<file path="src/common/div_pkg.sv">
/*
  Shared types and constants for the integer divide unit.
  Modules pull these in with a wildcard import in their header.
*/
`default_nettype none

package div_pkg;

  // ============================================================
  // widths
  // ============================================================
  localparam int unsigned XLEN  = 64;  // register width
  localparam int unsigned WLEN  = 32;  // operand width of the *w forms
  localparam int unsigned CNT_W = 7;   // counts down from 64

  // ============================================================
  // iteration counts, one quotient bit per pass
  // ============================================================
  localparam logic [CNT_W-1:0] ITER_D = CNT_W'(64);  // doubleword
  localparam logic [CNT_W-1:0] ITER_W = CNT_W'(32);  // word

  // ============================================================
  // opcodes
  // ============================================================
  // one-hot, bit 7 is div and bit 0 is remw
  typedef enum logic [7:0] {
    OP_NONE = 8'b0000_0000,
    DIV     = 8'b1000_0000,  // signed 64
    DIVU    = 8'b0100_0000,  // unsigned 64
    DIVUW   = 8'b0010_0000,  // unsigned 32
    DIVW    = 8'b0001_0000,  // signed 32
    REM     = 8'b0000_1000,  // signed 64
    REMU    = 8'b0000_0100,  // unsigned 64
    REMUW   = 8'b0000_0010,  // unsigned 32
    REMW    = 8'b0000_0001   // signed 32
  } div_op_e;

  // ============================================================
  // core FSM
  // ============================================================
  typedef enum logic [1:0] {
    IDLE   = 2'b00,  // waiting for a request
    DO_DIV = 2'b01,  // shift-subtract loop
    FINISH = 2'b10   // result held for the consumer
  } div_state_e;

endpackage

`default_nettype wire

</file>
<file path="src/common/div_op_if.sv">
/*
  Prepared operation handed from the operand stage to the iteration core.
  Driven continuously by the prep block and sampled by the core on accept.
*/
`default_nettype none

interface div_op_if import div_pkg::*; ();

  div_op_e          op;          // request opcode
  logic             exc;         // divide by zero or overflow
  logic [XLEN-1:0]  exc_result;  // architected result for exc
  logic [XLEN-1:0]  dvd_mag;     // dividend magnitude, word ops left aligned
  logic [XLEN-1:0]  dvs_mag;     // divisor magnitude
  logic [CNT_W-1:0] iter;        // passes needed
  logic             q_neg;       // quotient must be negated
  logic             r_neg;       // remainder must be negated

  modport prep (
    output op, exc, exc_result, dvd_mag, dvs_mag, iter, q_neg, r_neg
  );

  modport core (
    input  op, exc, exc_result, dvd_mag, dvs_mag, iter, q_neg, r_neg
  );

endinterface

`default_nettype wire

</file>
<file path="src/divider/div_prep.sv">
/*
  Operand stage of the divide unit. Purely combinational.
  Works out magnitudes, result signs and the divide-by-zero and
  overflow shortcuts, and presents them on the operation interface.
*/
`default_nettype none

module div_prep import div_pkg::*; (
  input  div_op_e         div_op_i,
  input  logic [XLEN-1:0] dividend_i,
  input  logic [XLEN-1:0] divisor_i,
  div_op_if.prep          prep_o
);

  logic            op_ok;      // exactly one opcode bit
  logic            is_word;
  logic            is_signed;
  logic            is_rem;

  logic [XLEN-1:0] dvd_sext;   // low word sign extended
  logic [XLEN-1:0] dvs_sext;
  logic [XLEN-1:0] dvd_ext;    // operand as the opcode sees it
  logic [XLEN-1:0] dvs_ext;
  logic            dvd_neg;
  logic            dvs_neg;
  logic [XLEN-1:0] dvd_abs;
  logic [XLEN-1:0] dvs_abs;
  logic [XLEN-1:0] dvd_res;    // dividend as returned by the shortcuts
  logic            div_zero;
  logic            div_ovf;
  logic [XLEN-1:0] exc_res;

  // ============================================================
  // opcode decode
  // ============================================================
  assign op_ok     = $onehot(div_op_i);
  assign is_word   = div_op_i inside {DIVUW, DIVW, REMUW, REMW};
  assign is_signed = div_op_i inside {DIV, DIVW, REM, REMW};
  assign is_rem    = div_op_i inside {REM, REMU, REMUW, REMW};

  // ============================================================
  // operands and magnitudes
  // ============================================================
  assign dvd_sext = {{(XLEN-WLEN){dividend_i[WLEN-1]}}, dividend_i[WLEN-1:0]};
  assign dvs_sext = {{(XLEN-WLEN){divisor_i[WLEN-1]}}, divisor_i[WLEN-1:0]};

  always_comb begin : operand_sel
    if (!is_word) begin
      dvd_ext = dividend_i;
      dvs_ext = divisor_i;
    end else if (is_signed) begin
      dvd_ext = dvd_sext;
      dvs_ext = dvs_sext;
    end else begin
      // unsigned word forms see only the low half
      dvd_ext = {{(XLEN-WLEN){1'b0}}, dividend_i[WLEN-1:0]};
      dvs_ext = {{(XLEN-WLEN){1'b0}}, divisor_i[WLEN-1:0]};
    end
  end

  assign dvd_neg = is_signed & dvd_ext[XLEN-1];
  assign dvs_neg = is_signed & dvs_ext[XLEN-1];
  assign dvd_abs = dvd_neg ? (~dvd_ext + 1'b1) : dvd_ext;
  assign dvs_abs = dvs_neg ? (~dvs_ext + 1'b1) : dvs_ext;

  // ============================================================
  // shortcut detection
  // ============================================================
  assign div_zero = is_word ? (divisor_i[WLEN-1:0] == '0) : (divisor_i == '0);
  // most negative value over minus one, word forms via their sign extension
  assign div_ovf  = is_signed & (dvs_ext == '1) &
                    (dvd_ext == (is_word ? {{(XLEN-WLEN+1){1'b1}}, {(WLEN-1){1'b0}}}
                                         : {1'b1, {(XLEN-1){1'b0}}}));
  assign dvd_res  = is_word ? dvd_sext : dividend_i;

  always_comb begin : exc_sel
    exc_res = '0;
    if (div_zero) begin
      exc_res = is_rem ? dvd_res : '1;
    end else if (div_ovf) begin
      exc_res = is_rem ? '0 : dvd_res;
    end
  end

  // ============================================================
  // interface drive
  // ============================================================
  assign prep_o.op         = div_op_i;
  assign prep_o.exc        = op_ok & (div_zero | div_ovf);
  assign prep_o.exc_result = exc_res;
  assign prep_o.dvd_mag    = is_word ? {dvd_abs[WLEN-1:0], {(XLEN-WLEN){1'b0}}} : dvd_abs;
  assign prep_o.dvs_mag    = dvs_abs;
  assign prep_o.iter       = is_word ? ITER_W : ITER_D;
  assign prep_o.q_neg      = dvd_neg ^ dvs_neg;  // signs differ
  assign prep_o.r_neg      = dvd_neg;            // follows the dividend

  // the loop must never start on a zero divisor
  always_comb begin : chk_normal_path
    if (op_ok && !prep_o.exc) begin
      assert final (dvs_abs != '0)
        else $error("div_prep: zero divisor magnitude on normal path");
    end
  end

endmodule

`default_nettype wire

</file>
<file path="src/divider/div_core.sv">
/*
  Iteration core of the divide unit. Restoring shift-subtract on magnitudes,
  one quotient bit per cycle, with a 128-bit remainder and quotient register.
  Shortcut results go straight to FINISH. Results wait there for ready.
*/
`default_nettype none

module div_core import div_pkg::*; (
  input  logic            clk,
  input  logic            rst_n,
  input  logic            div_valid_i,
  input  logic            result_ready_i,
  div_op_if.core          op_i,
  output logic            div_stall_o,
  output logic            result_ok_o,
  output logic [XLEN-1:0] quo_o,
  output logic [XLEN-1:0] rem_o,
  output div_op_e         op_o,
  output logic            q_neg_o,
  output logic            r_neg_o
);

  div_state_e        state_q;
  logic [CNT_W-1:0]  cnt_q;     // passes left
  logic [2*XLEN-1:0] rq_q;      // {remainder, quotient}
  logic [XLEN-1:0]   dvs_q;     // divisor magnitude
  div_op_e           op_q;
  logic              q_neg_q;
  logic              r_neg_q;

  logic              accept;
  logic              iterate;
  logic [XLEN:0]     partial;   // shifted remainder with its carry bit
  logic [XLEN:0]     diff;
  logic              fits;      // divisor goes into partial

  assign accept  = (state_q == IDLE) && div_valid_i && $onehot(op_i.op);
  assign iterate = (state_q == DO_DIV) && (cnt_q != '0);

  // ============================================================
  // one restoring step
  // ============================================================
  assign partial = rq_q[2*XLEN-1:XLEN-1];
  assign diff    = partial - {1'b0, dvs_q};
  assign fits    = ~diff[XLEN];  // no borrow

  // ============================================================
  // FSM and counter
  // ============================================================
  always_ff @(posedge clk) begin
    if (rst_n) begin
      state_q <= IDLE;
      cnt_q   <= '0;
    end else begin
      case (state_q)
        IDLE: begin
          if (accept) begin
            if (op_i.exc) begin
              state_q <= FINISH;  // shortcut result already known
            end else begin
              state_q <= DO_DIV;
              cnt_q   <= op_i.iter;
            end
          end
        end
        DO_DIV: begin
          if (cnt_q == '0) begin
            state_q <= FINISH;  // terminal count
          end else begin
            cnt_q <= cnt_q - 1'b1;
          end
        end
        FINISH: begin
          if (result_ready_i) begin
            state_q <= IDLE;
          end
        end
        default: state_q <= IDLE;
      endcase
    end
  end

  // ============================================================
  // datapath
  // ============================================================
  always_ff @(posedge clk) begin
    if (accept) begin
      rq_q    <= {{XLEN{1'b0}}, (op_i.exc ? op_i.exc_result : op_i.dvd_mag)};
      dvs_q   <= op_i.dvs_mag;
      // OP_NONE makes the formatter pass the shortcut result as is
      op_q    <= op_i.exc ? OP_NONE : op_i.op;
      q_neg_q <= ~op_i.exc & op_i.q_neg;
      r_neg_q <= ~op_i.exc & op_i.r_neg;
    end else if (iterate) begin
      rq_q <= {(fits ? diff[XLEN-1:0] : partial[XLEN-1:0]), rq_q[XLEN-2:0], fits};
    end
  end

  // ============================================================
  // outputs
  // ============================================================
  assign div_stall_o = (accept && !op_i.exc) || (state_q == DO_DIV);
  assign result_ok_o = (state_q == FINISH);
  assign quo_o       = rq_q[XLEN-1:0];
  assign rem_o       = rq_q[2*XLEN-1:XLEN];
  assign op_o        = op_q;
  assign q_neg_o     = q_neg_q;
  assign r_neg_o     = r_neg_q;

  // ============================================================
  // checks
  // ============================================================
  a_ok_stall_excl: assert property (@(posedge clk) disable iff (rst_n)
    !(result_ok_o && div_stall_o));

  // counter steps down by one and leaves DO_DIV at zero, never wrapping
  a_cnt_step: assert property (@(posedge clk) disable iff (rst_n)
    iterate |=> (state_q == DO_DIV) && (cnt_q == $past(cnt_q) - 1'b1));

  a_cnt_end: assert property (@(posedge clk) disable iff (rst_n)
    (state_q == DO_DIV && cnt_q == '0) |=> (state_q == FINISH));

  // result frozen while the consumer holds off
  a_hold: assert property (@(posedge clk) disable iff (rst_n)
    (state_q == FINISH && !result_ready_i) |=> (state_q == FINISH) && $stable(rq_q));

endmodule

`default_nettype wire

</file>
<file path="src/divider/div_result_fmt.sv">
/*
  Result formatter of the divide unit. Combinational.
  Picks quotient or remainder by opcode, puts the sign back and
  sign-extends the word forms. Shortcut results pass through.
*/
`default_nettype none

module div_result_fmt import div_pkg::*; (
  input  div_op_e         op_i,
  input  logic [XLEN-1:0] quo_i,
  input  logic [XLEN-1:0] rem_i,
  input  logic            q_neg_i,
  input  logic            r_neg_i,
  output logic [XLEN-1:0] result_o
);

  logic [XLEN-1:0] quo_s;  // signed quotient
  logic [XLEN-1:0] rem_s;  // signed remainder

  function automatic logic [XLEN-1:0] sext_w(input logic [XLEN-1:0] v);
    return {{(XLEN-WLEN){v[WLEN-1]}}, v[WLEN-1:0]};
  endfunction

  assign quo_s = q_neg_i ? (~quo_i + 1'b1) : quo_i;
  assign rem_s = r_neg_i ? (~rem_i + 1'b1) : rem_i;

  // unsigned forms arrive with both sign flags clear
  always_comb begin : sel
    case (op_i)
      DIV, DIVU:   result_o = quo_s;
      DIVW, DIVUW: result_o = sext_w(quo_s);
      REM, REMU:   result_o = rem_s;
      REMW, REMUW: result_o = sext_w(rem_s);
      default:     result_o = quo_i;  // shortcut result, already final
    endcase
  end

endmodule

`default_nettype wire

</file>
<file path="src/hdl/div_unit_top.sv">
/*
  Top level of the integer divide unit for the RV64M divide ops.
  Plain request and result ports. One operation in flight at a time.
*/
`default_nettype none

module div_unit_top import div_pkg::*; (
  input  logic            clk,
  input  logic            rst_n,           // synchronous, active high
  input  logic            div_valid_i,
  input  div_op_e         div_op_i,
  input  logic [XLEN-1:0] dividend_i,
  input  logic [XLEN-1:0] divisor_i,
  input  logic            result_ready_i,
  output logic [XLEN-1:0] result_o,
  output logic            result_ok_o,
  output logic            div_stall_o
);

  logic [XLEN-1:0] quo;
  logic [XLEN-1:0] rem;
  div_op_e         op_l;   // opcode latched in the core
  logic            q_neg;
  logic            r_neg;

  div_op_if op_bus ();

  div_prep u_prep (
    .div_op_i   (div_op_i),
    .dividend_i (dividend_i),
    .divisor_i  (divisor_i),
    .prep_o     (op_bus.prep)
  );

  div_core u_core (
    .clk            (clk),
    .rst_n          (rst_n),
    .div_valid_i    (div_valid_i),
    .result_ready_i (result_ready_i),
    .op_i           (op_bus.core),
    .div_stall_o    (div_stall_o),
    .result_ok_o    (result_ok_o),
    .quo_o          (quo),
    .rem_o          (rem),
    .op_o           (op_l),
    .q_neg_o        (q_neg),
    .r_neg_o        (r_neg)
  );

  div_result_fmt u_fmt (
    .op_i     (op_l),
    .quo_i    (quo),
    .rem_i    (rem),
    .q_neg_i  (q_neg),
    .r_neg_i  (r_neg),
    .result_o (result_o)
  );

endmodule

`default_nettype wire

</file>
<file path="config.mk">
export PLATFORM = sky130hd
export DESIGN_NAME = div_unit_top
export DESIGN_NICKNAME = d
export VERILOG_FILES = /design/src/common/div_pkg.sv /design/src/common/div_op_if.sv /design/src/divider/div_prep.sv /design/src/divider/div_core.sv /design/src/divider/div_result_fmt.sv /design/src/hdl/div_unit_top.sv
export SDC_FILE = /design/constraint.sdc
export NUM_CORES = 1
export LEC_CHECK = 0
export BUFFER_PORTS_ARGS = -buffer_cell sky130_fd_sc_hd__buf_2
export CAP_MARGIN = 20
export CORE_ASPECT_RATIO = 0.9
export CORE_MARGIN = 2
export CORE_UTILIZATION = 45
export CTS_CLUSTER_DIAMETER = 40
export DETAILED_ROUTE_END_ITERATION = 10
export SYNTH_ARGS = -nofsm -noshare
export SYNTH_HDL_FRONTEND = slang
export SYNTH_SLANG_ARGS = --single-unit
</file>
<file path="constraint.sdc">
create_clock -name clk -period 14 [get_ports clk]
set_input_delay 0.7 -clock clk [delete_from_list [all_inputs] [get_ports clk]]
set_output_delay 0.7 -clock clk [all_outputs]
set_load 0.005 [all_outputs]
</file>
After elaboration in Yosys (flattened, before gate mapping)
Cells that the tools add are included.
- flip-flop bits (word level): 211
- bits in latches: 0
- RAM bits: 0
- ROM bits: 0
- output and inout bits: 66
- logic and storage cells: 114
- memories: 0
- add/subtract/negate cells: 13
- $mul: 0
- div/mod/pow operators: 0
- $lt $le $gt $ge: 0
- eq/ne operators: 25
- shift operators: 0
- muxes and demuxes: 31
- bitwise operators: 15
- reduce and logical (&&, ||, !) cells: 22
- operator list (kind ; count):
    64-bit 2-to-1 mux ; 18
    64-bit by 1-bit adder with 64-bit output, second input constant ; 4
    64-bit NOT ; 4
    64-bit case mux with 4 select lines ; 1
    65-bit by 64-bit subtractor with 65-bit output ; 1
    64-bit equality test ; 1
    64-bit equality test, second input constant ; 1
    64-bit logical NOT ; 1
    63-bit 2-to-1 mux ; 1
    32-bit logical NOT ; 1
    7-bit 2-to-1 mux ; 4
    8-bit by 1-bit equality test with 1-bit output, second input constant ; 2
    8-bit by 2-bit equality test with 1-bit output, second input constant ; 2
    8-bit by 3-bit equality test with 1-bit output, second input constant ; 2
    8-bit by 4-bit equality test with 1-bit output, second input constant ; 2
    8-bit by 5-bit equality test with 1-bit output, second input constant ; 2
    8-bit by 6-bit equality test with 1-bit output, second input constant ; 2
    8-bit equality test, second input constant ; 2
    7-bit case mux with 2 select lines ; 1
    4-bit adder ; 3
    4-bit nonzero test ; 3
    1-bit by 1-bit adder with 2-bit output ; 4
    8-bit by 7-bit equality test with 1-bit output, second input constant ; 1
    2-bit 2-to-1 mux ; 4
    other kinds (22) ; 39

Depth between registers and ports, before layout
- depth in word-level cells: 12
- mapped depth: 19
- mapped depth without buffers: 17

By module
From an unflattened synthesis, not the netlist that was laid out.
- cell total of the unflattened synthesis: 2960
- area, all modules: 22972.0 um2
- modules (own cells, without submodules) (module ; times used ; cells an instance ; area each (um2)):
    div_core ; 1 ; 1388 ; 13131.3
    div_prep ; 1 ; 893 ; 5487.8
    div_result_fmt ; 1 ; 679 ; 4352.9

Worst setup path after synthesis
OpenSTA, ideal clock, no wires.
- kind: input-to-reg
- from: in div_op_i[6]
- to: reg u_core.rq_q[21], data pin
- library setup time: 0.373 ns
- data arrival time: 5.743 ns
- data required time: 13.627 ns
- slack: 7.885 ns
- cell stages on the path: 12
- path buffers: 2
- cell sequence: ha_1 -> fa_1 -> fa_1 -> ha_1 -> inv_1 -> fa_1 -> and4b_1 -> nand3_1 -> inv_1 -> clkbuf_1 -> clkbuf_1 -> o21ai_0
- word-level cells in the longest chain between the ends: 11
- elaborated cells on any way between the ends: 38
- ends and longest elaborated chain (what ; RTL line ; source):
    start: declaration ; div_unit_top.sv:11 ; input div_op_e div_op_i,
    branches (longest 10 deep; another with 64-bit by 1-bit adder with 64-bit output) ; n/a ;
    64-bit 2-to-1 mux * ; div_core.sv:87 ; if (accept) begin
    end signal: assignment ; div_core.sv:88 ; rq_q <= {{XLEN{1'b0}}, (op_i.exc ? op_i.exc_result : op_i.dvd_mag)};
    end signal: assignment ; div_core.sv:95 ; rq_q <= {(fits ? diff[XLEN-1:0] : partial[XLEN-1:0]), rq_q[XLEN-2:0], fits};
    end: declaration ; div_core.sv:25 ; logic [2*XLEN-1:0] rq_q;
Mark *: on every way between the ends.
A chain may end at the register's enable or synchronous reset.

Final worst setup path
- from: in div_op_i[6]
- to: reg u_core.cnt_q[5]
- word-level cells in the longest chain between the ends: 11
- elaborated cells on any way between the ends: 32
- ends and longest elaborated chain (what ; RTL line ; source):
    8-bit equality test (tied with other cells) ; div_prep.sv:38 ; assign is_signed = div_op_i inside {DIV, DIVW, REM, REMW};
    4-bit nonzero test ; div_prep.sv:38 ;
    64-bit 2-to-1 mux ; div_prep.sv:51 ; end else if (is_signed) begin
    64-bit 2-to-1 mux ; div_prep.sv:48 ; if (!is_word) begin
    64-bit equality test ; div_prep.sv:71 ; assign div_ovf = is_signed & (dvs_ext == '1) &
    1-bit bitwise AND (2 in a row) ; div_prep.sv:71 ;
    1-bit bitwise OR ; div_prep.sv:89 ; assign prep_o.exc = op_ok & (div_zero | div_ovf);
    1-bit bitwise AND ; div_prep.sv:89 ;
    2-bit inequality test (no line) ; n/a ;
    4-bit AND reduction (no line) ; n/a ;
    end signal: assignment ; div_core.sv:62 ; cnt_q <= op_i.iter;
    end signal: assignment ; div_core.sv:70 ; cnt_q <= cnt_q - 1'b1;
    end: declaration ; div_core.sv:24 ; logic [CNT_W-1:0] cnt_q;
Several ways; a longest one is shown, not always the timed one. The select of a mux whose other input is x is not followed.

==> reports/metrics.yaml <==
clock_skew_ns: 0.0115
synth-seq-cells: 211
cp_cell_sequence: "buf_2 > ha_1 > fa_1 > fa_1 > ha_1 > inv_1 > fa_1 > and4b_1 > nand3_4 > clkinv_2 > buf_4 > nor2_4 > buf_4 > a21oi_1 > o21ai_0 > a22oi_1 > nor2_1"
fmax_ghz: 0.178
crit_family: "adder cells"
dr.pass1.iters: 5
core_area_mm2: 0.0465
detail-route-antenna-nets: 0
post-dp-hpwl_mm: 66.5
power_density_mw_per_mm2: 173
hp-class: "in -> reg"
vias: 23100
crit_buf_inv: 5
cts_tree: "done"
grtUsageTotal_pct: 34.2
postCtsSetupBuffers: 0
crit_path_top_delay_cell: "buf_4"
h-tree-depth: 2
synth_most_common_cell: "nand2_1"
diodes: 0
cts_resized: 0
grt_overflow: 0
drive_gt1_share_pct: 12.8
post-place-cells: 3512
start_util_pct: 45.5
netlist_area_mm2: 0.0212
syn_avg_cell_area_um2: 7.51
clock_sinks: 211
status: "finished, final reports clean"
path_class: "in -> reg"
setup_viol: 0
num-nets-final: 3176
synth_seq_area_share_pct: 26.5
ys_warn_count: 0
yosys-top-cells-area: "edfxtp_1, dfxtp_1, a21oi_1, o21ai_0, nand2_1"
synth_top_area_share_pct: 19.6
ir_drop_mv: 0.131
final_cells: 3593
synth_ff_type: "edfxtp_1"
synth_commonest_cells: "nand2_1, a21oi_1, nor2_1"
rsz0062_at_grt: "no"
vias_per_cell: 6.42
root_buffer: "clkbuf_16"
synth_fp_nets: 3054
p_leak_nw: 9.25
ys_types: 90
critPathArrivalTime_ns: 6.05
fin_crit_sh_pct: 40.0
drc_errors: 0
slew_headroom_pct: 22.3
rows: 75
synth_edf_count: 138
io_pins: 206
cts-buffers-inserted: 43
wl_mm: 86.1
grt_first_pass_wirelength_mm: 128
die-area_mm2: 0.0488
cp.required_ns: 14.45
fill_cells: 4619
die_h_um: 210
period_needed_ns: 5.61
routabilityCongestion: 1.04
slowest_delay_ns: 0.72
slew_viol_final: 0
area_delta_synth_final_pct: 14.1
max_slew.worst_pin.slew_ns: 1.15
cp_common_cell: "fa_1"
clock_path_buffers: 3
finalHoldViolCount: 0
die_width_um: 233
grt_pass1_vias: 20600
synthCells: 2821
insertion_delay_ns: 0.56
port_buffers: 205
clk_pin_slew_ns: 0.05
synth.largest_area_cell: "edfxtp_1"
avgRoutedWirePerCell_um: 24.0
setup_tns_ns: 0
ctsHoldBuffers: 0
drtIter0Drc: 3084
end_kind: "register"
cp_max_fo: 64
antenna_found_initial: 5
grt_max_degree: 87
async_flop_share_pct: 0
start_kind: "input pin"
cap_violations: 0
-- area by class of cell --
cell class	count	area [um^2]	share of cell area, %
Inverter	132	497	2.06
Timing Repair Buffer	241	1310	5.43
Clock buffer	56	1250	5.17
Sequential cell	211	5610	23.2
Multi-Input combinational cell	2314	14500	60.0
Clock inverter	23	229	0.948
Tap cell	616	771	3.19
-- worst paths after layout --
check / depth (start not counted) / endpoint / slack (ns) / startpoint
max: 17 / u_core.cnt_q[5] / 8.39 / div_op_i[6]
min: 1 / u_core.dvs_q[0] / 0.39 / divisor_i[0]
max reg2reg: 14 / u_core.rq_q[64] / 8.54 / u_core.rq_q[63]
min reg2reg: 1 / u_core.cnt_q[4] / 0.52 / u_core.cnt_q[4]
-- per-stage QoR --
| stage | cell area, um^2 | util [%] | power [mW] | hold WS (ns) | worst slack (ns) |
|---|---|---|---|---|---|
| 4_1_cts | 24100 | 51.8 | 4.11 | 0.361 | 8.41 |
| 6_report | 24100 | 51.9 | 4.18 | 0.392 | 8.39 |
| 2_1_floorplan | 21200 | - | 2.40 | 0.466 | 7.88 |
| 3_3_place_gp | 22600 | 48.6 | 3.04 | 0.488 | 7.95 |
| 3_5_place_dp | 22600 | 48.6 | 3.06 | 0.493 | 7.87 |
| 5_1_grt | 24100 | 51.9 | 4.41 | 0.384 | 8.09 |
-- cells by family (layout without fill, tap and decap cells) --
kind of cell / Yosys count / after routing / share of synthesized area [%]
mux: 13 / 13 / 0.650
fa+ha+maj: 93 / 93 / 5.67
flops: 211 / 211 / 26.5
buf+inv: 296 / 452 / 5.55
compound gates: 931 / 931 / 28.0
simple gates: 1050 / 1050 / 24.3
xor+xnor: 227 / 227 / 9.39
-- layout by cell type (no fill, tap or decap), types with 11 or more instances in the layout --
| cell | n |
|---|---|
| nand2b_1 | 32 |
| or4_1 | 31 |
| nor2_1 | 248 |
| xor2_1 | 122 |
| nand3b_1 | 14 |
| a21oi_1 | 278 |
| o31ai_1 | 68 |
| ha_1 | 88 |
| a21o_1 | 33 |
| or3_1 | 41 |
| nand3_1 | 136 |
| inv_1 | 130 |
| nand2_1 | 295 |
| o22a_1 | 12 |
| o41ai_1 | 29 |
| edfxtp_1 | 138 |
| o21bai_1 | 16 |
| buf_4 | 33 |
| a32oi_1 | 19 |
| o211ai_1 | 36 |
| clkbuf_16 | 45 |
| nor3_1 | 72 |
| xnor2_1 | 103 |
| o311ai_0 | 34 |
| a31oi_1 | 29 |
| and2_1 | 11 |
| o21a_1 | 31 |
| nor4_1 | 29 |
| and3_1 | 21 |
| buf_2 | 206 |
| o21ai_0 | 229 |
| or2_2 | 20 |
| nand4_1 | 40 |
| dfxtp_1 | 73 |
-- where the power goes --
group          internal, mW  switching, mW  leakage [nW]
clock network         0.670          0.366         0.713
logic                 0.718           1.31          6.68
registers             0.844          0.273          1.86
total                  2.23           1.95          9.25
-- metal layers --
layer  track usage [%]  share of wire [%]  vias up
li1                  -                  -    10700
met1              52.9                 47    11000
met2              47.1                 40     1192
met3              6.24                9.6      142
met4              11.2                3.4        8
met5                 0              0.062        -
-- state kept, by name, indices dropped and copies added, names as in the netlist --
| signal | cells |
|---|---|
| u_core.state_q | 2 |
| u_core.rq_q | 128 |
| u_core.r_neg_o | 1 |
| u_core.cnt_q | 7 |
| u_core.q_neg_o | 1 |
| u_core.dvs_q | 64 |
| u_core.op_o | 8 |
-- worst register-to-register path, stage by stage (launching register included) --
cell      delay, ns
edfxtp_1       0.40
inv_1          0.13
ha_1           0.25
fa_1           0.40
nand2b_1       0.21
a21oi_1        0.26
o21ai_0        0.30
o21ai_0        0.35
nor2_1         0.16
o211ai_1       0.63
a31oi_1        0.45
xor2_4         0.57
buf_4          0.72
nand3_1        0.36
o311ai_0       0.16
No activity file was read; power rests on OpenSTA's default activity.
